--- config.mk ---
export PLATFORM = sky130hd
export DESIGN_NAME = wb_mux
export DESIGN_NICKNAME = d
export VERILOG_FILES = /design/src/rtl/wb_pkg.sv /design/src/rtl/wb_mux.sv
export SDC_FILE = /design/constraint.sdc
export NUM_CORES = 1
export LEC_CHECK = 0
export BUFFER_PORTS_ARGS = -buffer_cell sky130_fd_sc_hd__buf_2
export CAP_MARGIN = 20
export CORE_AREA = 5 5 160 162
export CTS_BUF_LIST = sky130_fd_sc_hd__clkbuf_16
export CTS_CLUSTER_DIAMETER = 100
export DETAILED_ROUTE_END_ITERATION = 10
export DIE_AREA = 0 0 165 167
export SLEW_MARGIN = 10
export SYNTH_ARGS = -nofsm -noshare
export SYNTH_HDL_FRONTEND = slang
export SYNTH_SLANG_ARGS = --single-unit
--- constraint.sdc ---
create_clock -name wb_clk_i -period 1.8 [get_ports wb_clk_i]
set_clock_uncertainty 0.05 [all_clocks]
set_input_delay 0.18 -clock wb_clk_i [delete_from_list [all_inputs] [get_ports wb_clk_i]]
set_output_delay 0.18 -clock wb_clk_i [all_outputs]
set_load 0.02 [all_outputs]
--- src/rtl/wb_pkg.sv ---
package wb_pkg;

    // master request, held stable until ack or err
    typedef struct packed {
        logic [31:0] adr;
        logic [31:0] dat;
        logic [3:0]  sel;
        logic        we;
        logic        cyc;
        logic        stb;
    } wb_req_t;

    typedef struct packed {
        logic [31:0] dat;
        logic        ack;
        logic        err;
    } wb_rsp_t;

    localparam int NUM_SLAVES = 3;
    localparam int SLV_DMEM   = 0;
    localparam int SLV_GPIO   = 1;
    localparam int SLV_CLINT  = 2;

    // address map
    localparam logic [31:0] DMEM_BASE  = 32'h8000_0000;
    localparam logic [31:0] DMEM_MASK  = 32'hfffc_0000;
    localparam logic [31:0] GPIO_BASE  = 32'h2000_0100;
    localparam logic [31:0] GPIO_MASK  = 32'hffff_ff00;
    localparam logic [31:0] CLINT_BASE = 32'h2000_0c00;
    localparam logic [31:0] CLINT_MASK = 32'hffff_ff00;

    localparam int DMEM_WORDS = 256;
    localparam int DMEM_AW    = $clog2(DMEM_WORDS);
    localparam int GPIO_W     = 32;

    // register offsets within a 256 byte peripheral window
    localparam logic [7:0] GPIO_OUT_OFS    = 8'h00;
    localparam logic [7:0] GPIO_IN_OFS     = 8'h04;
    localparam logic [7:0] CLINT_MTIME_OFS = 8'h00;
    localparam logic [7:0] CLINT_CMP_OFS   = 8'h08;

    // replace only the bytes enabled in sel
    function automatic logic [31:0] merge_bytes(input logic [31:0] old_val,
                                                input logic [31:0] new_val,
                                                input logic [3:0]  sel);
        logic [31:0] res;
        res = old_val;
        for (int b = 0; b < 4; b++) begin
            if (sel[b]) res[b*8 +: 8] = new_val[b*8 +: 8];
        end
        return res;
    endfunction

endpackage

--- src/rtl/wb_mux.sv ---
`timescale 1ns/100ps

module wb_mux
    import wb_pkg::*;
(
    input  logic                       wb_clk_i,
    input  logic                       rst_i,

    input  wb_req_t                    wbm_req_i,
    output wb_rsp_t                    wbm_rsp_o,

    output wb_req_t [NUM_SLAVES-1:0]   wbs_req_o,
    input  wb_rsp_t [NUM_SLAVES-1:0]   wbs_rsp_i
);

    logic [NUM_SLAVES-1:0] slv_sel;
    logic                  hit;
    logic                  req_valid;
    logic                  err_q;
    wb_rsp_t               slv_rsp;

    assign req_valid = wbm_req_i.cyc & wbm_req_i.stb;

    // one-hot decode against the package map
    always_comb begin
        slv_sel            = '0;
        slv_sel[SLV_DMEM]  = (wbm_req_i.adr & DMEM_MASK)  == DMEM_BASE;
        slv_sel[SLV_GPIO]  = (wbm_req_i.adr & GPIO_MASK)  == GPIO_BASE;
        slv_sel[SLV_CLINT] = (wbm_req_i.adr & CLINT_MASK) == CLINT_BASE;
    end

    assign hit = |slv_sel;

    // only the selected slave sees cyc and stb
    always_comb begin
        for (int i = 0; i < NUM_SLAVES; i++) begin
            wbs_req_o[i]     = wbm_req_i;
            wbs_req_o[i].cyc = wbm_req_i.cyc & slv_sel[i];
            wbs_req_o[i].stb = wbm_req_i.stb & slv_sel[i];
        end
    end

    // select is one-hot so or-ing the gated responses is enough
    // a miss leaves the response at zero
    always_comb begin
        slv_rsp = '0;
        for (int i = 0; i < NUM_SLAVES; i++) begin
            if (slv_sel[i]) begin
                slv_rsp.dat = slv_rsp.dat | wbs_rsp_i[i].dat;
                slv_rsp.ack = slv_rsp.ack | wbs_rsp_i[i].ack;
                slv_rsp.err = slv_rsp.err | wbs_rsp_i[i].err;
            end
        end
    end

    // one registered err pulse per unmapped request
    always_ff @(posedge wb_clk_i) begin
        if (rst_i) begin
            err_q <= 1'b0;
        end else begin
            err_q <= req_valid & ~hit & ~err_q;
        end
    end

    always_comb begin
        wbm_rsp_o     = slv_rsp;
        wbm_rsp_o.err = slv_rsp.err | err_q;
    end

endmodule

# Word level (Yosys, flattened, before mapping)
# Cells that the tools add are included.
# totals
ramBits	0
mem_bits_ro	0
ff_bits	1
mem_count	0
latch_bits	0
inputBits	175
out_inout_bits	247
word_cells	26
# op_classes
magnitude_cmp	0
multipliers	0
n_div	0
n_shift	0
n_mux	3
n_reduce_logical	1
n_eq_ne	3
bitwise_logic	18
addsub	0
# ops
cell	count
2-to-1 mux 34 bit	3
bitwise OR 32 bit	2
== test 24 x 22 -> 1 bit (second input constant)	2
== test 14 bit (second input constant)	1
AND 1 bit	9
bitwise OR 1 bit	5
OR reduction 3 bit	1
inverter 1 bit	2

# Depth between registers and ports, before layout
# logic_depth
depth_word	7
ltp_mapped	6
depth_no_buf	4

# Worst setup path before layout
# Ideal clock, no wire load.
# synth_path
path_type	input -> output
from	input port wbm_req_i[58] in the netlist's numbering
to	output port wbm_rsp_o[10] in the netlist's numbering
required_time_ps	1570
stages	5
path_buffers	1
arrival_time_ps	1666
setup_slack_ps	-96
path_cell_list	nor4_1 nand2_2 nor2_1 clkbuf_1 a221o_1
# synth_lines
item	line	source
start: declaration	wb_mux.sv:9	input wb_req_t wbm_req_i,
end: declaration	wb_mux.sv:10	output wb_rsp_t wbm_rsp_o,

==> run metrics <==
total power=546.8 uW; Tightest Pin Transition=392.7 ps; commonest cells after routing, fill and taps aside=buf_2 (199), buf_4 (40), buf_6 (36), nand3_1 (34), a221o_1 (33); max_cap viols=0; n_diodes=0; most common cell after layout, fill and taps aside=buf_2; register name with the most flops=err_q; post-route setup TNS=-6979 ps; DPL Wire Length=10300 um; multiplexer area fraction after synthesis=0%; grt met2 use=14.91%; Slew Limit Fails=0; PD cells=between 150 and 200 mW/mm2; Synth Instances=361; switching pwr=291.7 uW; syn nets=536; area delta synth->final=38.53%; Combinational Power Share=95.5%; Final Hold Vio Count=0; Nets=603; pin count of the biggest net entering global routing=38; # setup viols final=40; Critical Path RT=1570 ps; total global-route track usage=7.694%; DRT Wirelength=roughly 15000 um; Routability Congestion=0.7687; post-route ant nets=0; failing checks=negative setup slack; Cell Area, Synth=0.002618 mm2; Final min period=between 2000 and 2500 ps; Crit Path Category=input port to primary output; CP startpoint kind=input port; I/O Pins=~420; Syn Area/Cell=7.251 um2; via count=2728; Largest register FFs=1; ratio of cells with drive above 1 in the final layout=roughly 75%; DIE HEIGHT=approximately 170 um; Placeable Area=0.02396 mm2; CP startpoint=wbm_req_i[65]; unrepaired setup endpoints after global routing=yes; clk_lat worst skew=0 ps; Worst VDD drop=approximately 0.00008 V; Hold Path Class=input port to primary output; largest family of logic cells by synthesized area=buffers and inverters; vias per cell=3.637; post-route DRC violation count=0; largest registers=err_q: 1 flops; CP max FO=18; Synth Area in Adders=0%; flops & latches, synth=1; vias in the first global route=2428; Worst Setup End Kind=primary output; WHS=310.0 ps; Fmax=0.4909 GHz; XOR/XNOR Fraction of Synth Area=0%; Rel. slew slack=73.82%; yosys synthesis warning count=0; Pre-antenna DRT Iters=4; # hold bufs at CTS=0; Pint=255.1 uW; starting density of the core=between 10% and 20%; total die area=between 0.02 and 0.03 mm2; port bufs=roughly 240; Synth Area in Compound Gates=13.19%; leakage=1.723 nW; R2R Path Start=err_q; GRT busiest layer=met2; Arr. time, crit path=roughly 1800 ps; Final Cycle Share=113.2%; die width=165 um; switching part of the total=a little over half; met1 GRT Util=between 7 and 8%; Flop pwr share=4.5%; clock power share=0%; site row count=57; first-pass GRT wire length=15950 um; Worst Min Path Start=wbm_req_i[43]; sequential fraction of the synthesis area=less than 1%; Distinct cells, synth=23; initial DRC count=around 140; initial antenna violation count=4; simple-gate area share of the yosys netlist=~22%; routed len/inst=19.82 um; Congestion Overflow GR=0; final worst slack=-237.0 ps; global routing usage on met3=2.175%; status=complete, but fails checks
cells in the mapped netlist:
cell | n | area share, %
nand3_1 | 34 | 6.5
a221o_1 | 33 | 13
nand2_1 | 2 | 0.29
nand2_2 | 1 | 0.24
and2_1 | 7 | 1.7
inv_2 | 1 | 0.14
nor2_1 | 5 | 0.72
nor4_4 | 2 | 1.6
nor3_1 | 1 | 0.19
buf_2 | 3 | 0.57
dfxtp_1 | 1 | 0.76
buf_1 | 1 | 0.14
nand4_4 | 1 | 0.81
nor4bb_1 | 1 | 0.38
clkbuf_1 | 16 | 2.3
a211o_1 | 1 | 0.33
or4b_1 | 1 | 0.38
a31oi_1 | 1 | 0.24
buf_4 | 207 | 59
or3_1 | 1 | 0.24
buf_6 | 3 | 1.3
nor4_1 | 37 | 8.8
nor4b_1 | 1 | 0.33
kinds of logic (layout without fill, tap and decap cells):
group                  count (synthesis)  in the layout
AO/OA/AOI/OAI                         35             35
flip-flops                             1              1
buffers and inverters                231            296
AND/OR/NAND/NOR                       94             94
path summary, 6_finish.rpt:
check | endpoint | slack, ps | depth (start not counted)
max | wbm_rsp_o[13] | -240 | 8
min | wbs_req_o[114] | 310 | 0
min reg2reg | err_q | 540 | 3
max reg2reg | err_q | 980 | 3
metrics by stage:
step	setup slack (ps)	cells	util, %	instance area, um2
floorplan	-73.36	361	-	2634
global placement	-650.5	732	12.20	2924
detailed placement	-594.8	732	12.20	2924
CTS	-183.5	733	13.41	3213
global route	-352.0	750	15.13	3626
finish	-237.0	750	15.13	3626
power by group through the flow:
stage / clock network (mW) / logic, mW / registers [mW]
finish: 0 / 0.522 / 0.0245
global route: 0 / 0.556 / 0.0245
CTS: 0 / 0.511 / 0.0245
detailed placement: 0 / 0.495 / 0.0245
global placement: 0 / 0.491 / 0.0245
floorplan: 0 / 0.728 / 0.0239
timing repair:
action,in CTS,in global routing
endpoints found under the setup margin,41,41
gates resized for setup,75,28
buffers inserted,1,7
pin swaps,7,7
cloned,0,10
hold endpoints to repair,0,0
per-layer routing:
| layer | up-vias | routed length (um) |
|---|---|---|
| li1 | 1223 | - |
| met1 | 1225 | 5316 |
| met2 | 213 | 7641 |
| met3 | 63 | 1451 |
| met4 | 4 | 436 |
| met5 | - | 21 |
worst max-delay path, cell delays in order:
cell	delay, ps
buf_8	100
nor4_4	340
nand4_4	180
nor4_4	260
buf_6	190
buf_12	170
a221o_1	220
buf_6	130
cell type report:
class / instances / area, um2
Fill cell: 2730 / 20340
Timing Repair Buffer: 295 / 2127
Multi-Input combinational cell: 129 / 1070
Tap cell: 324 / 405.4
Sequential cell: 1 / 20.02
Inverter: 1 / 3.754
No activity file was read; power rests on OpenSTA's default activity.
