`config.mk`:
```
export PLATFORM = sky130hd
export DESIGN_NAME = wb_clint
export DESIGN_NICKNAME = d
export VERILOG_FILES = /design/src/rtl/wb_pkg.sv /design/src/rtl/wb_clint.sv
export SDC_FILE = /design/constraint.sdc
export NUM_CORES = 1
export LEC_CHECK = 0
export ABC_AREA = 0
export BUFFER_PORTS_ARGS = -buffer_cell sky130_fd_sc_hd__buf_2
export CAP_MARGIN = 20
export CORE_MARGIN = 2
export CORE_UTILIZATION = 40
export DETAILED_ROUTE_END_ITERATION = 10
export GPL_TIMING_DRIVEN = 1
export PLACE_DENSITY = 0.68
export SYNTH_ARGS = -nofsm -noshare
export SYNTH_HDL_FRONTEND = slang
export SYNTH_SLANG_ARGS = --single-unit
export TNS_END_PERCENT = 5
```
`constraint.sdc`:
```
create_clock -name wb_clk_i -period 6.1 [get_ports wb_clk_i]
set_input_delay 1.525 -clock wb_clk_i [delete_from_list [all_inputs] [get_ports wb_clk_i]]
set_output_delay 1.525 -clock wb_clk_i [all_outputs]
set_load 0.01 [all_outputs]
```
`src/rtl/wb_pkg.sv`:
```
package wb_pkg;

    // master request, held stable until ack or err
    typedef struct packed {
        logic [31:0] adr;
        logic [31:0] dat;
        logic [3:0]  sel;
        logic        we;
        logic        cyc;
        logic        stb;
    } wb_req_t;

    typedef struct packed {
        logic [31:0] dat;
        logic        ack;
        logic        err;
    } wb_rsp_t;

    localparam int NUM_SLAVES = 3;
    localparam int SLV_DMEM   = 0;
    localparam int SLV_GPIO   = 1;
    localparam int SLV_CLINT  = 2;

    // address map
    localparam logic [31:0] DMEM_BASE  = 32'h8000_0000;
    localparam logic [31:0] DMEM_MASK  = 32'hfffc_0000;
    localparam logic [31:0] GPIO_BASE  = 32'h2000_0100;
    localparam logic [31:0] GPIO_MASK  = 32'hffff_ff00;
    localparam logic [31:0] CLINT_BASE = 32'h2000_0c00;
    localparam logic [31:0] CLINT_MASK = 32'hffff_ff00;

    localparam int DMEM_WORDS = 256;
    localparam int DMEM_AW    = $clog2(DMEM_WORDS);
    localparam int GPIO_W     = 32;

    // register offsets within a 256 byte peripheral window
    localparam logic [7:0] GPIO_OUT_OFS    = 8'h00;
    localparam logic [7:0] GPIO_IN_OFS     = 8'h04;
    localparam logic [7:0] CLINT_MTIME_OFS = 8'h00;
    localparam logic [7:0] CLINT_CMP_OFS   = 8'h08;

    // replace only the bytes enabled in sel
    function automatic logic [31:0] merge_bytes(input logic [31:0] old_val,
                                                input logic [31:0] new_val,
                                                input logic [3:0]  sel);
        logic [31:0] res;
        res = old_val;
        for (int b = 0; b < 4; b++) begin
            if (sel[b]) res[b*8 +: 8] = new_val[b*8 +: 8];
        end
        return res;
    endfunction

endpackage

```
`src/rtl/wb_clint.sv`:
```
`timescale 1ns/100ps

module wb_clint
    import wb_pkg::*;
(
    input  logic    wb_clk_i,
    input  logic    rst_i,
    input  wb_req_t req_i,
    output wb_rsp_t rsp_o,
    output logic    timer_irq_o
);

    logic [31:0] mtime_q;
    logic [31:0] mtimecmp_q;
    logic [31:0] rdata_q;
    logic        irq_q;
    logic        ack_q;
    logic        access;
    logic        wr;
    logic [7:0]  ofs;

    assign access = req_i.cyc & req_i.stb & ~ack_q;
    assign wr     = access & req_i.we;
    assign ofs    = req_i.adr[7:0];

    always_ff @(posedge wb_clk_i) begin
        if (rst_i) begin
            ack_q      <= 1'b0;
            mtime_q    <= '0;
            mtimecmp_q <= '1;
            irq_q      <= 1'b0;
        end else begin
            ack_q <= access;

            // a write to mtime replaces this cycle's increment
            if (wr && ofs == CLINT_MTIME_OFS) begin
                mtime_q <= merge_bytes(mtime_q, req_i.dat, req_i.sel);
            end else begin
                mtime_q <= mtime_q + 32'd1;
            end

            if (wr && ofs == CLINT_CMP_OFS) begin
                mtimecmp_q <= merge_bytes(mtimecmp_q, req_i.dat, req_i.sel);
            end

            // compare lags the counter by one cycle
            irq_q <= (mtime_q >= mtimecmp_q);
        end
    end

    always_ff @(posedge wb_clk_i) begin
        if (access && !req_i.we) begin
            case (ofs)
                CLINT_MTIME_OFS: rdata_q <= mtime_q;
                CLINT_CMP_OFS:   rdata_q <= mtimecmp_q;
                default:         rdata_q <= '0;
            endcase
        end
    end

    assign timer_irq_o = irq_q;
    assign rsp_o.dat   = rdata_q;
    assign rsp_o.ack   = ack_q;
    assign rsp_o.err   = 1'b0;

endmodule

```
After elaboration in Yosys (flattened, before gate mapping)
Cells that the tools add are included.
- add/subtract/negate cells: 1
- magnitude comparators: 1
- equality and inequality tests: 5
- muxes and demuxes: 6
- bitwise logic cells: 4
- reduce and logical (&&, ||, !) cells: 9
- operators by type and width (kind ; number):
    $pmux W32 S2 ; 1
    $add A32 B1 Y32 const B ; 1
    $ge A32 B32 Y1 ; 1
    $mux W32 ; 1
    $mux W8 ; 4
    $eq A8 B4 Y1 const B ; 1
    $logic_not A8 Y1 ; 1
    $ne A2 B2 Y1 const B ; 4
    $reduce_and A2 Y1 ; 4
    $and A1 B1 Y1 ; 3
    $logic_and A1 B1 Y1 ; 3
    $logic_not A1 Y1 ; 1
    $not A1 Y1 ; 1
- register bits: 98
- bits of input ports: 73
- word-level logic and storage cells: 37

Depth between registers and ports, before layout
- depth after elaboration: 5
- mapped depth: 8
- mapped depth without buffers: 7

Worst setup path after synthesis
No wires, ideal clock.
- path kind: input to register
- start point: input port req_i[0] (netlist name)
- end point: register rdata_q[0] (enable)
- setup time: 421 ps
- data arrival time: 2978 ps
- path slack: 2701 ps
- stages on the path: 2
- buffers on the path: 0
- cells stage by stage: nand3b_1 -> nor2_1
- cells in the longest elaborated chain, start to end: 3
- ends and longest elaborated chain (item ; line ; source):
    from (decl) ; wb_clint.sv:8 ; input wb_req_t req_i,
    $and A1 B1 Y1 (2 in a row) ; wb_clint.sv:22 ; assign access = req_i.cyc & req_i.stb & ~ack_q;
    $logic_and A1 B1 Y1 ; wb_clint.sv:52 ; if (access && !req_i.we) begin
    to (signal assigned) ; wb_clint.sv:54 ; CLINT_MTIME_OFS: rdata_q <= mtime_q;
    to (signal assigned) ; wb_clint.sv:55 ; CLINT_CMP_OFS: rdata_q <= mtimecmp_q;
    to (decl) ; wb_clint.sv:15 ; logic [31:0] rdata_q;
Every way passes these cells.
A chain may end at the register's enable or synchronous reset.

Worst setup path after layout
- start point: input port req_i[43] (netlist name)
- end point: register mtimecmp_q[6]
- cells in the longest elaborated chain, start to end: 3
- ends and longest elaborated chain (item ; line ; source):
    $eq A8 B4 Y1 ; wb_clint.sv:42 ; if (wr && ofs == CLINT_CMP_OFS) begin
    $logic_and A1 B1 Y1 ; wb_clint.sv:42 ;
    $reduce_and A2 Y1 (no line) ; - ;
    to (signal assigned) ; wb_clint.sv:43 ; mtimecmp_q <= merge_bytes(mtimecmp_q, req_i.dat, req_i.sel);
    to (decl) ; wb_clint.sv:14 ; logic [31:0] mtimecmp_q;
Every way passes these cells.

==> key figures <==
Critical path
  – Bufs and invs on worst path: 2
  – Crit-path slowest cell: and3_1
  – Crit path cell chain: buf_2 > nor4_4 > and3_1 > buf_4 > nand3_2 > mux2i_1 > nand2_1
  – Startpoint types: input pin
  – CP Max Fanout: 19
  – CP Capture Type: flop
  – Reg2reg start: ack_q$_SDFF_PP0_
  – Critical Path Source: req_i[43]
  – R2r worst-path depth: 5
  – Stages on worst setup path: 7
  – Critical Path Max Stage Delay: 830 ps
  – WP data required: 6330 ps
  – CP arrival: 3910 ps
  – Crit path kind: input pin to flop
  – Crit-path leading delay family: simple AND/OR/NAND/NOR gates

Min path
  – WHS Path Cells: 2
  – Min-delay worst type: flop to flop
  – Worst Hold Launch: mtimecmp_q[14]$_SDFFE_PP1P_

Die
  – Die footprint: 14300 um^2
  – Chip height: 120 um
  – Num rows: 42
  – Die X: 120 um
  – Initial Util: 0.408
  – Core region area: 13100 um^2
  – Num ports: 108

Clocking
  – Post-CTS resize count: 0
  – Setup bufs post-CTS: 0
  – Clock Pin Slew Worst Setup and Hold Paths: 70 ps
  – CTS Root Cell: clkbuf_16
  – H-tree levels: 3
  – CTS tree: yes
  – # hold bufs at CTS: 0
  – Clock Sink Count: 98
  – CTS Buf Count: 9
  – Clk_lat worst skew: 350 ps
  – Bufs on Longest Clock Path: 2

Run
  – Max cap viols: 0

Detailed routing
  – Drt wl/cell: 17.4 um
  – Final WL: 13.9 mm
  – Initial detailed-routing violation count: 398
  – Residual DRC: 0
  – Post-route ant nets: 0
  – Drt via density: 5.66
  – Via Count: 4526
  – First-pass DRT Iterations: 6

Finish
  – N_diodes: 0
  – Area growth, synth to finish: 15.9%
  – Area of the multi-input gates: 2790 um^2
  – Non-Filler Cell Area, Final: 6210 um^2
  – Fillers: 1252
  – Commonest non-fill, non-tap cell in the layout: buf_2
  – Fin nets: 724
  – Fin cells: 799
  – Register area: 2280 um^2
  – Commonest non-fill, non-tap cells in the layout: 82 x buf_2, 66 x dfxtp_1, 62 x nand2_1
  – Ratio of cells with drive above 1 in the final layout: 0.201

Yosys
  – Mapped Cells: 549
  – Ys Warns: 0
  – Sequential share of the synthesized area: 0.426
  – Synthesized Nets: 655
  – Synth Cell Area: 5360 um^2
  – Yosys cell types: 59
  – Syn_area_per_cell: 9.76 um^2
  – Dominant synthesized flop cell: dfxtp_1
  – Post-synth EDFFs: 32
  – Synth Register Bits: 98
  – Ys async rst share: 0

Timing
  – Final setup TNS: 0 ps
  – Setup ws final: 2420 ps
  – Final setup fails: 0
  – Slew Viols, Final: 0
  – Worst Skew: 7.35 ps
  – Crit share post-route: 0.604
  – Max Clk Rate: 272 MHz
  – Worst-Margin Slew: 913 ps
  – Final Hold Vio Count: 0
  – RSZ-0062 raised after global routing: no
  – Final min period: 3680 ps
  – Worst slew margin: 0.391

Pwr
  – NetSw: 304 uW
  – VDD IR max: 0.108 mV
  – Comb power frac: 0.045
  – Tot Pwr: 1370 uW
  – PwrDens: 221 nW/um^2
  – Pint: 1070 uW
  – Lkg Pwr: 0.00287 uW
  – Sw Share: 0.222
  – Reg power frac: 0.499
  – Share of total power in the clock network: 0.456

Place
  – HPWL after detailed placement: 9.66 mm
  – Gpl congestion: 0.875
  – DP Area: 5880 um^2
  – Buffers on Ports: 82
  – Placed insts: 783
  – Post-Place Setup Slack: 2050 ps

GRT
  – Initial antenna violation count: 0
  – Vias in the first global route: 4458
  – Largest net degree at the start of global routing: 34
  – Total GRT Usage: 0.198
  – First-pass GRT wire length: 22.5 mm
  – Global route total overflow: 0

Status
  – Status: finished, final reports clean
-- cells in the mapped netlist (all sizes together), types with 2 or more instances --
master   number  area [um^2]
a2111oi       4         53.8
a211oi       12         90.1
a21oi        29          145
a221o         3         30.0
a22o         32          280
a2bb2oi       2         17.5
a311oi        5         43.8
a31o          2         17.5
a31oi         8         50.1
a32oi         4         35.0
a41o          2         20.0
and2         11         68.8
and3         10         67.6
and4         10         88.8
and4b         2         20.0
buf          15         91.3
clkbuf       14         52.6
dfxtp        66         1320
edfxtp       32          961
ha           33          413
inv          39          146
mux2i        33          330
nand2        62          233
nand3        16          105
nand3b        3         22.5
nand4        11         98.8
nor2         25         96.4
nor3         12         71.3
nor3b         4         30.0
nor4          9          116
o211ai        2         15.0
o21ai        20          100
or3           3         18.8
-- power groups by stage --
stage / registers (uW) / logic [uW] / clock network [uW]
2_1_floorplan: 702 / 21.5 / 0
3_3_place_gp: 699 / 60.5 / 0
3_5_place_dp: 699 / 61.2 / 0
4_1_cts: 684 / 61.6 / 633
5_1_grt: 685 / 66.7 / 658
6_report: 684 / 61.1 / 625
-- cells by family (layout without fill, tap and decap cells) --
kind of cell,count (synthesis),in the layout,synth area share
XOR/XNOR,1,1,0.00164
adder cells (fa/ha/maj),33,33,0.0771
AND/OR/NAND/NOR,182,182,0.199
flip-flops,98,98,0.426
AO/OA/AOI/OAI,133,133,0.180
buffers and inverters,68,142,0.0542
other,1,1,0.000700
multiplexers,33,33,0.0617
-- tightest hold or removal path, stage by stage (launching register included) --
cell     delay (ps)
dfxtp_1         350
mux2i_1          70
nand2_1          50
-- area by class of cell --
| class | count | share of cell area |
|---|---|---|
| timing repair buffer | 87 | 0.0721 |
| sequential | 98 | 0.368 |
| tap | 176 | 0.0355 |
| clock buffer | 9 | 0.0363 |
| inverter | 39 | 0.0236 |
| clock inverter | 7 | 0.0163 |
| multi-input combinational | 383 | 0.449 |
-- final timing paths --
| kind | endpoint | slack [ps] |
|---|---|---|
| worst max-delay path | mtimecmp_q[6]$_SDFFE_PP1P_ | 2420 |
| worst max register to register | mtime_q[12]$_SDFFE_PP0P_ | 3830 |
| worst min-delay path | mtimecmp_q[14]$_SDFFE_PP1P_ | 500 |
| worst min register to register | mtimecmp_q[14]$_SDFFE_PP1P_ | 500 |
-- per-stage QoR --
stage               hold WS, ps  utilization
floorplan                   468            -
global placement            480        0.448
detailed placement          491        0.448
CTS                         508        0.473
global route                533        0.473
finish                      503        0.473
-- sequential cells by signal, indices dropped and copies added (netlist names) --
signal       cells
mtime_q         32
ack_q            1
timer_irq_o      1
rdata_q         32
mtimecmp_q      32
-- routing by layer --
metal	routed length (um)	vias to the layer above	global-route usage
li1	-	2190	-
met4	288	0	0.0743
met3	873	25	0.0361
met1	6140	2152	0.258
met5	0	-	0
met2	6610	159	0.328
Note: power is estimated with default switching activity, not from simulation.
