--- src/rtl/wb_pkg.sv ---
package wb_pkg;

    // master request, held stable until ack or err
    typedef struct packed {
        logic [31:0] adr;
        logic [31:0] dat;
        logic [3:0]  sel;
        logic        we;
        logic        cyc;
        logic        stb;
    } wb_req_t;

    typedef struct packed {
        logic [31:0] dat;
        logic        ack;
        logic        err;
    } wb_rsp_t;

    localparam int NUM_SLAVES = 3;
    localparam int SLV_DMEM   = 0;
    localparam int SLV_GPIO   = 1;
    localparam int SLV_CLINT  = 2;

    // address map
    localparam logic [31:0] DMEM_BASE  = 32'h8000_0000;
    localparam logic [31:0] DMEM_MASK  = 32'hfffc_0000;
    localparam logic [31:0] GPIO_BASE  = 32'h2000_0100;
    localparam logic [31:0] GPIO_MASK  = 32'hffff_ff00;
    localparam logic [31:0] CLINT_BASE = 32'h2000_0c00;
    localparam logic [31:0] CLINT_MASK = 32'hffff_ff00;

    localparam int DMEM_WORDS = 256;
    localparam int DMEM_AW    = $clog2(DMEM_WORDS);
    localparam int GPIO_W     = 32;

    // register offsets within a 256 byte peripheral window
    localparam logic [7:0] GPIO_OUT_OFS    = 8'h00;
    localparam logic [7:0] GPIO_IN_OFS     = 8'h04;
    localparam logic [7:0] CLINT_MTIME_OFS = 8'h00;
    localparam logic [7:0] CLINT_CMP_OFS   = 8'h08;

    // replace only the bytes enabled in sel
    function automatic logic [31:0] merge_bytes(input logic [31:0] old_val,
                                                input logic [31:0] new_val,
                                                input logic [3:0]  sel);
        logic [31:0] res;
        res = old_val;
        for (int b = 0; b < 4; b++) begin
            if (sel[b]) res[b*8 +: 8] = new_val[b*8 +: 8];
        end
        return res;
    endfunction

endpackage

--- src/rtl/wb_gpio.sv ---
`timescale 1ns/100ps

module wb_gpio
    import wb_pkg::*;
(
    input  logic              wb_clk_i,
    input  logic              rst_i,
    input  wb_req_t           req_i,
    output wb_rsp_t           rsp_o,
    input  logic [GPIO_W-1:0] gpio_i,
    output logic [GPIO_W-1:0] gpio_o
);

    logic [GPIO_W-1:0] out_q;
    logic [GPIO_W-1:0] in_meta_q;
    logic [GPIO_W-1:0] in_sync_q;
    logic [31:0]       rdata_q;
    logic              ack_q;
    logic              access;
    logic [7:0]        ofs;

    assign access = req_i.cyc & req_i.stb & ~ack_q;
    assign ofs    = req_i.adr[7:0];

    always_ff @(posedge wb_clk_i) begin
        if (rst_i) begin
            ack_q <= 1'b0;
            out_q <= '0;
        end else begin
            ack_q <= access;
            if (access && req_i.we && ofs == GPIO_OUT_OFS) begin
                out_q <= merge_bytes(out_q, req_i.dat, req_i.sel);
            end
        end
    end

    // two flop synchronizer for the pins
    always_ff @(posedge wb_clk_i) begin
        in_meta_q <= gpio_i;
        in_sync_q <= in_meta_q;
    end

    always_ff @(posedge wb_clk_i) begin
        if (access && !req_i.we) begin
            case (ofs)
                GPIO_OUT_OFS: rdata_q <= out_q;
                GPIO_IN_OFS:  rdata_q <= in_sync_q;
                default:      rdata_q <= '0;
            endcase
        end
    end

    assign gpio_o    = out_q;
    assign rsp_o.dat = rdata_q;
    assign rsp_o.ack = ack_q;
    assign rsp_o.err = 1'b0;

endmodule

--- config.mk ---
export PLATFORM = sky130hd
export DESIGN_NAME = wb_gpio
export DESIGN_NICKNAME = d
export VERILOG_FILES = /design/src/rtl/wb_pkg.sv /design/src/rtl/wb_gpio.sv
export SDC_FILE = /design/constraint.sdc
export NUM_CORES = 1
export LEC_CHECK = 0
export BUFFER_PORTS_ARGS = -buffer_cell sky130_fd_sc_hd__buf_2
export CORE_ASPECT_RATIO = 0.75
export CORE_MARGIN = 4
export CORE_UTILIZATION = 45
export DETAILED_ROUTE_END_ITERATION = 12
export HOLD_SLACK_MARGIN = 0.05
export PLACE_DENSITY = 0.75
export SLEW_MARGIN = 20
export SYNTH_ARGS = -nofsm -noshare
export SYNTH_HDL_FRONTEND = slang
export SYNTH_SLANG_ARGS = --single-unit
--- constraint.sdc ---
create_clock -name wb_clk_i -period 5.55 [get_ports wb_clk_i]
set_input_delay 1.665 -clock wb_clk_i [delete_from_list [all_inputs] [get_ports wb_clk_i]]
set_output_delay 1.665 -clock wb_clk_i [all_outputs]
set_load 0.005 [all_outputs]
# After elaboration in Yosys (flattened, before gate mapping)
# Index checks and enable logic that the tools add are counted.
dict set report totals {
  register_bits 129
  latchBits 0
  ramBits 0
  rom_bits 0
  out_inout_bits 66
  word_cells 22
  mem_count 0
}
dict set report classes {
  add_sub_neg 0
  multipliers 0
  div_mod_pow 0
  order_cmp 0
  n_eq_ne 1
  n_shift 0
  mux 1
  n_bitwise 3
  n_reduce_logical 9
}
# op count
set op_table {}
lappend op_table {{one-hot mux 32 bit (2 select lines)} 1}
lappend op_table {{== test 8 x 3 -> 1 bit (second input constant)} 1}
lappend op_table {{zero test 8 bit} 1}
lappend op_table {{AND reduction 2 bit} 4}
lappend op_table {{logical AND 1 bit} 3}
lappend op_table {{AND 1 bit} 2}
lappend op_table {{zero test 1 bit} 1}
lappend op_table {{inverter 1 bit} 1}

# Longest topological paths before layout
# Gate-level depths: netlist of run 1.
dict set report logic_depth {
  word_depth 5
  mapped_depth 6
  depth_no_buf 3
}

# Worst setup path before layout of run 1
# No wires, ideal clock.
dict set report synth_path {
  path_type {input to register}
  startpoint {in req_i[0] (netlist name)}
  endpoint {reg rdata_q[0] (enable)}
  arrival_ps 3304
  setup_slack_ps 1825
  cell_stages 2
  n_path_buf 0
  path_cell_list {nand3b_2 > nor2_1}
}
dict set report synth_via {
  elab_chain_len 3
}
# element line_no
set synth_lines {}
lappend synth_lines {{start, declared} wb_gpio.sv:8} ;# input wb_req_t req_i,
lappend synth_lines {{AND 1 bit (2 in a row)} wb_gpio.sv:22} ;# assign access = req_i.cyc & req_i.stb & ~ack_q;
lappend synth_lines {{logical AND 1 bit} wb_gpio.sv:44} ;# if (access && !req_i.we) begin
lappend synth_lines {{end signal, assigned} wb_gpio.sv:46} ;# GPIO_OUT_OFS: rdata_q <= out_q;
lappend synth_lines {{end signal, assigned} wb_gpio.sv:47} ;# GPIO_IN_OFS: rdata_q <= in_sync_q;
lappend synth_lines {{end, declared} wb_gpio.sv:17} ;# logic [31:0] rdata_q;
# No other way between the ends.
# A chain may end at the register's enable or synchronous reset.

# Final worst setup path of run 1
dict set report layout_path {
  startpoint {in req_i[42] (netlist name)}
  endpoint {reg out_q[10], in the netlist gpio_o[10]}
}
dict set report layout_via {
  elab_chain_len 3
}
# element line_no
set layout_lines {}
lappend layout_lines {{zero test 8 bit} wb_gpio.sv:31} ;# if (access && req_i.we && ofs == GPIO_OUT_OFS) begin
lappend layout_lines {{logical AND 1 bit} wb_gpio.sv:31}
lappend layout_lines {{AND reduction 2 bit (no source line)} --}
lappend layout_lines {{end signal, assigned} wb_gpio.sv:32} ;# out_q <= merge_bytes(out_q, req_i.dat, req_i.sel);
lappend layout_lines {{end, declared} wb_gpio.sv:14} ;# logic [GPIO_W-1:0] out_q;
# No other way between the ends.

==> impl_metrics.toml, run 1 <==
[timing]
fin_worst_skew_ns = 0.008135
hold_viol_final = 0
fin_hold_ws_ns = 0.3239
fin_setup_tns_ns = 0
fin_crit_ns = 3.218
relSlewSlack_pct = 32.60
finalCritPeriodShare_pct = 57.98
rsz0062_at_grt = "false"
max_slew.worst_pin.slew_ns = 1.009
slew_viol_final = 0
setup_viol = 0
clock.fmax_mhz = 310.7

[routing]
routed_wl_um = 9167
top_layer = "met4"
dr.pass1.iters = 4
wl_met1_um = 3611
vias_per_cell = 4.585
drc = 0
ant_nets = 0
route.vias.total = 2797
drt_iter0_markers = 124
route.met3.wl_um = 832
wl_met2_um = 4603
routedWlPerCell_um = 15.03

[logic_synthesis]
synthCells = 323
ys_seq_area_share_pct = 66.94
yosysWarnings = 0
synth.avg_cell_area_sq_um = 13.43
synth_flop_cell = "dfxtp_1"
synthArstFlopShare_pct = 0
synth_edf_count = 32
syn_area_sq_mm = 0.004337
synth_seq_cells = 129
syn_nets = 428
netlist-cell-type-count = 16

[finish]
drive_above_1_share_pct = 37.97
layout_commonest_cell = "buf_2"
final_cell_mix = "buf_2, dfxtp_1, nand2b_1"
nFillCells = 780
final_cells = 610
nets = 575
synthToLayoutAreaGrowth_pct = 31.22
antenna_cells = 0

[grt]
grt_pass1_vias = 2954
grt_pass1_wl_um = 14590
grt_overflow = 0
antenna_found_initial = 0
grt_max_degree = 66
grt_use_total_pct = 17.00

[power_and_ir_drop]
p_leak_nw = 2.387
clkPwrFrac_pct = 48.5
p_sw_share_pct = 20.18
p_per_area_mw_per_mm2 = 371.7
cellInternalPower_w = 0.001689
comb_power_share_pct = 4.1
seqPwrFrac_pct = 47.4
irDropWorstVdd_mv = 0.2146
p_switching_w = 0.0004268

[critical_path]
cp_slowest_stage_delay_ns = 0.77
required_ns = 5.88
slowest_stage = "nor4_4"
crit_buf_inv = 1
crit_path_max_fanout = 8
r2r-start = "ack_q"
critPathCaptureType = "flop"
path_class = "input pin to flop"
startpoint = "req_i[42]"
path_delay_family = "simple AND/OR/NAND/NOR gates"
crit_path_cell_trace = "buf_2, or4b_1, nor4_4, mux2i_1"
cp-start-kind = "input pin"
cp.arrival_ns = 3.54

[placed_design]
place.detailed.instances = 579
port_buffers = 145
place_congestion = 0.7465
dp_hpwl_um = 6274

[clock_tree]
cts_setup_buffers = 0
cts_sinks = 129
clock_latency_ns = 0.40
tritoncts = "done"
cts_root_buffer = "clkbuf_16"
htree_levels = 4
post_cts_resized = 0
ctsHoldBuffers = 0
cts.clk_slew.worst_paths_ns = 0.05
cts_buffers = 17
cts_buffer_depth = 2

[floorplan]
core.rowCount = 30
die_w_um = 121.4
coreArea_sq_mm = 0.009234
start_util_pct = 46.96
die_area_sq_mm = 0.01129
top_level_ports = 171
die_h_um = 93.02

[worst_hold_path]
min-delay-start = "in_meta_q[30]"
hold_class = "flop to flop"

[status]
status = "finished clean"

[run]
max-cap-violations = 0
## path summary, 6_finish.rpt
check | to | depth (start not counted) | slack, ns
max | gpio_o[10] | 4 | 2.33
min | in_sync_q[30] | 0 | 0.32
max reg2reg | rdata_q[23] | 2 | 3.62
min reg2reg | in_sync_q[30] | 0 | 0.32
## Yosys cell counts, types with 2 or more instances
master | n | share of area (%)
dfxtp_1 | 97 | 45
nand2b_1 | 68 | 9.8
mux2i_1 | 64 | 15
nor2_1 | 34 | 2.9
edfxtp_1 | 32 | 22
clkbuf_1 | 10 | 0.87
buf_6 | 4 | 1.0
nor4_4 | 4 | 2.0
buf_2 | 2 | 0.23
buf_4 | 2 | 0.35
## routing by layer
layer | vias up | track usage (%)
met2 | 108 | 28.83
met1 | 1302 | 18.85
met5 | - | 0
met3 | 13 | 7.013
li1 | 1374 | -
met4 | 0 | 7.276
## registers in the layout, summed over array words and instances, names as in the netlist
signal and cells:
rdata_q 32, in_meta_q 32, ack_q 1, gpio_o 32
in_sync_q 32
## stage by stage
stage / total power [W] / setup slack (ns) / cell area, sq um / utilization (%)
floorplan: 0.001065 / 1.825 / 4337 / -
global placement: 0.001107 / 1.991 / 5134 / 55.60
detailed placement: 0.001111 / 1.912 / 5134 / 55.60
CTS: 0.002135 / 2.319 / 5690 / 61.63
global route: 0.002190 / 2.265 / 5690 / 61.63
finish: 0.002115 / 2.332 / 5690 / 61.63
## worst register-to-register path, delay by kind of cell (launching register included)
kind,cells,cell delay (ns)
AND/OR/NAND/NOR,2,1.25
flip-flops,1,0.30
## logic make-up (layout without fill, tap and decap cells)
| logic type | Yosys count | in the layout | share of synthesized area [%] |
|---|---|---|---|
| muxes | 64 | 64 | 14.77 |
| and+or+nand+nor | 110 | 110 | 15.64 |
| other | 1 | 1 | 0.08647 |
| buffers and inverters | 19 | 178 | 2.568 |
| DFF | 129 | 129 | 66.94 |
## power groups by stage
stage          sequential [W]  combinational (W)  clock [W]
6_report              0.00100          0.0000870    0.00103
5_1_grt               0.00101          0.0000961    0.00109
4_1_cts               0.00100          0.0000886    0.00104
3_5_place_dp          0.00102          0.0000883          0
3_3_place_gp          0.00102          0.0000855          0
2_1_floorplan         0.00102          0.0000429          0
## area by class of cell
cell class | count | area [sq um] | share of cell area, %
clock inverters | 10 | 85.08 | 1.495
well taps | 128 | 160.2 | 2.814
repair buffers | 147 | 740.7 | 13.02
multi-input cells | 175 | 1330 | 23.37
flip-flops and latches | 129 | 2903 | 51.01
clock buffers | 21 | 471.7 | 8.289
No activity file was read; power rests on OpenSTA's default activity.
==> run 2: changes to the inputs <==
--- a/config.mk
+++ b/config.mk
@@ -8,7 +8,7 @@
 export BUFFER_PORTS_ARGS = -buffer_cell sky130_fd_sc_hd__buf_2
 export CORE_ASPECT_RATIO = 0.75
 export CORE_MARGIN = 4
-export CORE_UTILIZATION = 45
+export CORE_UTILIZATION = 43
 export DETAILED_ROUTE_END_ITERATION = 12
 export HOLD_SLACK_MARGIN = 0.05
 export PLACE_DENSITY = 0.75
==> constraint.sdc (replaced) <==
create_clock -name wb_clk_i -period 2.7 [get_ports wb_clk_i]
set_input_delay 0.81 -clock wb_clk_i [delete_from_list [all_inputs] [get_ports wb_clk_i]]
set_output_delay 0.81 -clock wb_clk_i [all_outputs]
set_load 0.005 [all_outputs]
==> impl_metrics.toml, run 2 (synthesis results as in run 1) <==
[floorplan]
coreArea_sq_mm = 0.009736
die_h_um = 94.97
die_area_sq_mm = 0.01177
start_util_pct = 44.54
top_level_ports = 171
core.rowCount = 31
die_w_um = 124.0

[power_and_ir_drop]
clkPwrFrac_pct = 50.5
irDropWorstVdd_mv = 0.4597
p_leak_nw = 2.435
p_per_area_mw_per_mm2 = 779.5
cellInternalPower_w = 0.003618
seqPwrFrac_pct = 45.5
comb_power_share_pct = 4.1
p_sw_share_pct = 20.19
p_switching_w = 0.0009155

[timing]
fin_crit_ns = 2.056
finalCritPeriodShare_pct = 76.16
slew_viol_final = 0
hold_viol_final = 0
rsz0062_at_grt = "false"
setup_viol = 0
clock.fmax_mhz = 486.3
fin_setup_tns_ns = 0
fin_worst_skew_ns = 0.006811

[grt]
grt_max_degree = 66
grtUsageMet1_pct = 19.67
grt_most_used_layer = "met2"
antenna_found_initial = 0
grt_overflow = 0
grt_pass1_wl_um = 14670
use_met3_pct = 6.287
grt_pass1_vias = 3023
grt_use_total_pct = 16.60
grt_use_met2_pct = 27.08

[worst_hold_path]
hold_class = "flop to flop"
min-delay-start = "in_meta_q[13]"

[finish]
final_cell_mix = "buf_2, dfxtp_1, nand2b_1"
final_cells = 623
nets = 583
layout_commonest_cell = "buf_2"
antenna_cells = 0
drive_above_1_share_pct = 39.31
synthToLayoutAreaGrowth_pct = 34.10

[clock_tree]
cts.clk_slew.worst_paths_ns = 0.05
cts_setup_buffers = 0
cts_sinks = 129
clock_latency_ns = 0.40
cts_buffers = 17
tritoncts = "done"
htree_levels = 4
post_cts_resized = 0
cts_buffer_depth = 2
ctsHoldBuffers = 0
cts_root_buffer = "clkbuf_16"

[critical_path]
startpoint = "req_i[42]"
required_ns = 3.02
crit_path_max_fanout = 8
critPathCaptureType = "flop"
path_class = "input pin to flop"
cp-start-kind = "input pin"
cp.arrival_ns = 2.37
r2r-start = "ack_q"

[placed_design]
place.detailed.instances = 591
place_congestion = 0.7044
dp_hpwl_um = 6309
port_buffers = 145

[run]
max-cap-violations = 0

[routing]
drt_iter0_markers = 133
routedWlPerCell_um = 14.71
route.vias.total = 2823
ant_nets = 0
routed_wl_um = 9163
drc = 0
dr.pass1.iters = 4
vias_per_cell = 4.531

[status]
status = "finished clean"
-- run 2: changes by cell type in the layout (fill, tap and decap cells not counted) --
cell and delta:
clkbuf_16 -1, inv_4 +1, buf_12 +1, buf_4 +7
clkinvlp_4 +4, clkinv_2 -4, clkbuf_1 -1, bufinv_16 +2
-- run 2: per-layer routing --
| metal | vias up | share of wire (%) |
|---|---|---|
| met1 | 1325 | 43 |
| met4 | 0 | 1.1 |
| met5 | - | 0 |
| met3 | 10 | 7.7 |
| met2 | 96 | 48 |
| li1 | 1392 | - |
-- run 2: power groups by stage --
stage          clock network, W  logic (W)  registers, W
6_report                0.00229   0.000184       0.00206
5_1_grt                 0.00243   0.000203       0.00207
4_1_cts                 0.00235   0.000187       0.00206
3_5_place_dp                  0   0.000186       0.00210
3_3_place_gp                  0   0.000182       0.00210
2_1_floorplan                 0  0.0000884       0.00210
-- run 2: area by class of cell --
class | count | area [sq um]
well taps | 132 | 165.2
repair buffers | 155 | 813.3
clock inverters | 13 | 161.4
fillers | 838 | 3920
clock buffers | 19 | 442.9
multi-input cells | 175 | 1330
flip-flops and latches | 129 | 2903
-- run 2: path summary, 6_finish.rpt --
| check | slack (ns) | endpoint | cells past startpoint |
|---|---|---|---|
| max | 0.64 | gpio_o[9] | 5 |
| min reg2reg | 0.32 | in_sync_q[13] | 0 |
| max reg2reg | 1.13 | gpio_o[9] | 4 |
| min | 0.32 | in_sync_q[13] | 0 |
-- run 2: metrics by stage --
stage	instance area [sq um]	hold WS (ns)	utilization, %	setup WS, ns	total power [W]
after floorplan	4339	0.3096	-	0.3320	0.002189
after global placement	5211	0.3103	53.53	0.2845	0.002282
after detailed placement	5211	0.3121	53.53	0.2235	0.002289
after CTS	5816	0.3218	59.74	0.6340	0.004598
after global routing	5816	0.3215	59.74	0.5546	0.004705
final	5816	0.3199	59.74	0.6437	0.004533
-- run 2: worst max-delay path, stage by stage --
cell and delay [ns]:
buf_2 0.10, or4b_1 0.71, nor4_4 0.26, buf_4 0.25
mux2i_1 0.24
==> run 3: changes to the inputs <==
--- a/config.mk
+++ b/config.mk
@@ -8,7 +8,7 @@
 export BUFFER_PORTS_ARGS = -buffer_cell sky130_fd_sc_hd__buf_2
 export CORE_ASPECT_RATIO = 0.75
 export CORE_MARGIN = 4
-export CORE_UTILIZATION = 43
+export CORE_UTILIZATION = 45
 export DETAILED_ROUTE_END_ITERATION = 12
 export HOLD_SLACK_MARGIN = 0.05
 export PLACE_DENSITY = 0.75
==> constraint.sdc (replaced) <==
create_clock -name wb_clk_i -period 2.03 [get_ports wb_clk_i]
set_input_delay 0.609 -clock wb_clk_i [delete_from_list [all_inputs] [get_ports wb_clk_i]]
set_output_delay 0.609 -clock wb_clk_i [all_outputs]
set_load 0.005 [all_outputs]
==> impl_metrics.toml, run 3 (synthesis results as in run 1) <==
[floorplan]
start_util_pct = 46.96
top_level_ports = 171
coreArea_sq_mm = 0.009234
die_w_um = 121.4
core.rowCount = 30
die_area_sq_mm = 0.01129
die_h_um = 93.02

[placed_design]
port_buffers = 145
place_congestion = 0.7046
dp_hpwl_um = 6396

[grt]
grt_max_degree = 41
antenna_found_initial = 0
grt_pass1_wl_um = 14410
grt_overflow = 0
grt_use_total_pct = 16.98
grt_pass1_vias = 2978

[timing]
fin_worst_skew_ns = 0.007169
slew_viol_final = 0
fin_crit_ns = 1.789
finalCritPeriodShare_pct = 88.14
hold_viol_final = 0
rsz0062_at_grt = "false"
fin_hold_ws_ns = 0.3073
setup_viol = 0
clock.fmax_mhz = 558.9

[power_and_ir_drop]
clkPwrFrac_pct = 47.7
comb_power_share_pct = 4.5
p_switching_w = 0.001136
p_sw_share_pct = 19.84
cellInternalPower_w = 0.004591
irDropWorstVdd_mv = 0.7805
p_leak_nw = 2.475
p_per_area_mw_per_mm2 = 977.1
p_total_w = 0.005727
seqPwrFrac_pct = 47.9

[routing]
dr.pass1.iters = 6
drt_iter0_markers = 149
ant_nets = 0
drc = 0
vias_per_cell = 4.607
route.vias.total = 2870
routedWlPerCell_um = 14.82
routed_wl_um = 9232

[clock_tree]
cts_sinks = 129
cts_buffer_depth = 2
cts_setup_buffers = 0
cts_root_buffer = "clkbuf_16"
post_cts_resized = 0
htree_levels = 4
clock_latency_ns = 0.40
ctsHoldBuffers = 0
cts_buffers = 17
tritoncts = "done"
cts.clk_slew.worst_paths_ns = 0.05

[critical_path]
cp-start-kind = "input pin"
path_class = "input pin to flop"
critPathCaptureType = "flop"
crit_buf_inv = 3
crit_path_cell_trace = "buf_2, or4_4, buf_4, nor4_4, buf_12, mux2i_1"
r2r-start = "ack_q"
reg2reg_slack_ns = 0.48
r2r_end = "gpio_o[31]"
cp.arrival_ns = 2.11
worst-r2r-cell-count = 4
required_ns = 2.35
slowest_stage = "or4_4"
cp_slowest_stage_delay_ns = 0.55
path_delay_family = "simple AND/OR/NAND/NOR gates"
crit_path_max_fanout = 8

[finish]
finish.utilization_pct = 63.48
drive_above_1_share_pct = 38.99
layout_commonest_cell = "buf_2"
antenna_cells = 0
final_cell_mix = "buf_2, dfxtp_1, nand2b_1"
nets = 587
synthToLayoutAreaGrowth_pct = 35.17

[worst_hold_path]
min_to = "in_meta_q[25]"
hold_class = "input pin to flop"
min-delay-start = "gpio_i[25]"
holdPathStages = 1

[run]
max-cap-violations = 0

[status]
status = "finished clean"
-- run 3: worst max path at each step --
stage / from / endpoint / slack (ns) / cells past startpoint
2_1_floorplan: req_i[44] / rdata_q[0] / -0.12 / 6
3_3_place_gp: req_i[44] / gpio_o[20] / -0.13 / 6
3_5_place_dp: req_i[44] / gpio_o[16] / -0.17 / 6
4_1_cts: req_i[44] / gpio_o[31] / 0.25 / 6
5_1_grt: req_i[44] / gpio_o[30] / 0.20 / 6
6_report: req_i[44] / gpio_o[31] / 0.24 / 6
-- run 3: area by class of cell --
class,count,area (sq um)
fill,754,3372
sequential,129,2903
multi-input combinational,175,1338
timing repair buffer,159,918.4
clock buffer,27,515.5
tap,128,160.2
clock inverter,5,27.53
-- run 3: through the flow --
step	worst slack [ns]	cell area (sq um)	cells	TNS (ns)
final	0.2408	5862	623	0
after global routing	0.1958	5862	623	0
after CTS	0.2491	5862	623	0
after detailed placement	-0.1698	5319	591	-7.077
after global placement	-0.1271	5319	591	-5.786
after floorplan	-0.1196	4364	323	-6.678
-- run 3: metal layers --
layer  routed length, um  part of all wire [%]  vias up  track usage, %
li1                    -                     -     1402               -
met4                  68                  0.74        0           5.784
met1                3760                    41     1359           18.64
met2                4609                    50      100           29.24
met3                 794                   8.6        9           7.678
met5                   0                     0        -               0
-- run 3: power by group through the flow --
| stage | sequential, W | clock [W] | combinational (W) |
|---|---|---|---|
| finish | 0.00274 | 0.00273 | 0.000256 |
| global route | 0.00275 | 0.00291 | 0.000280 |
| CTS | 0.00274 | 0.00278 | 0.000260 |
| detailed placement | 0.00279 | 0 | 0.000257 |
| global placement | 0.00279 | 0 | 0.000252 |
| floorplan | 0.00279 | 0 | 0.000119 |
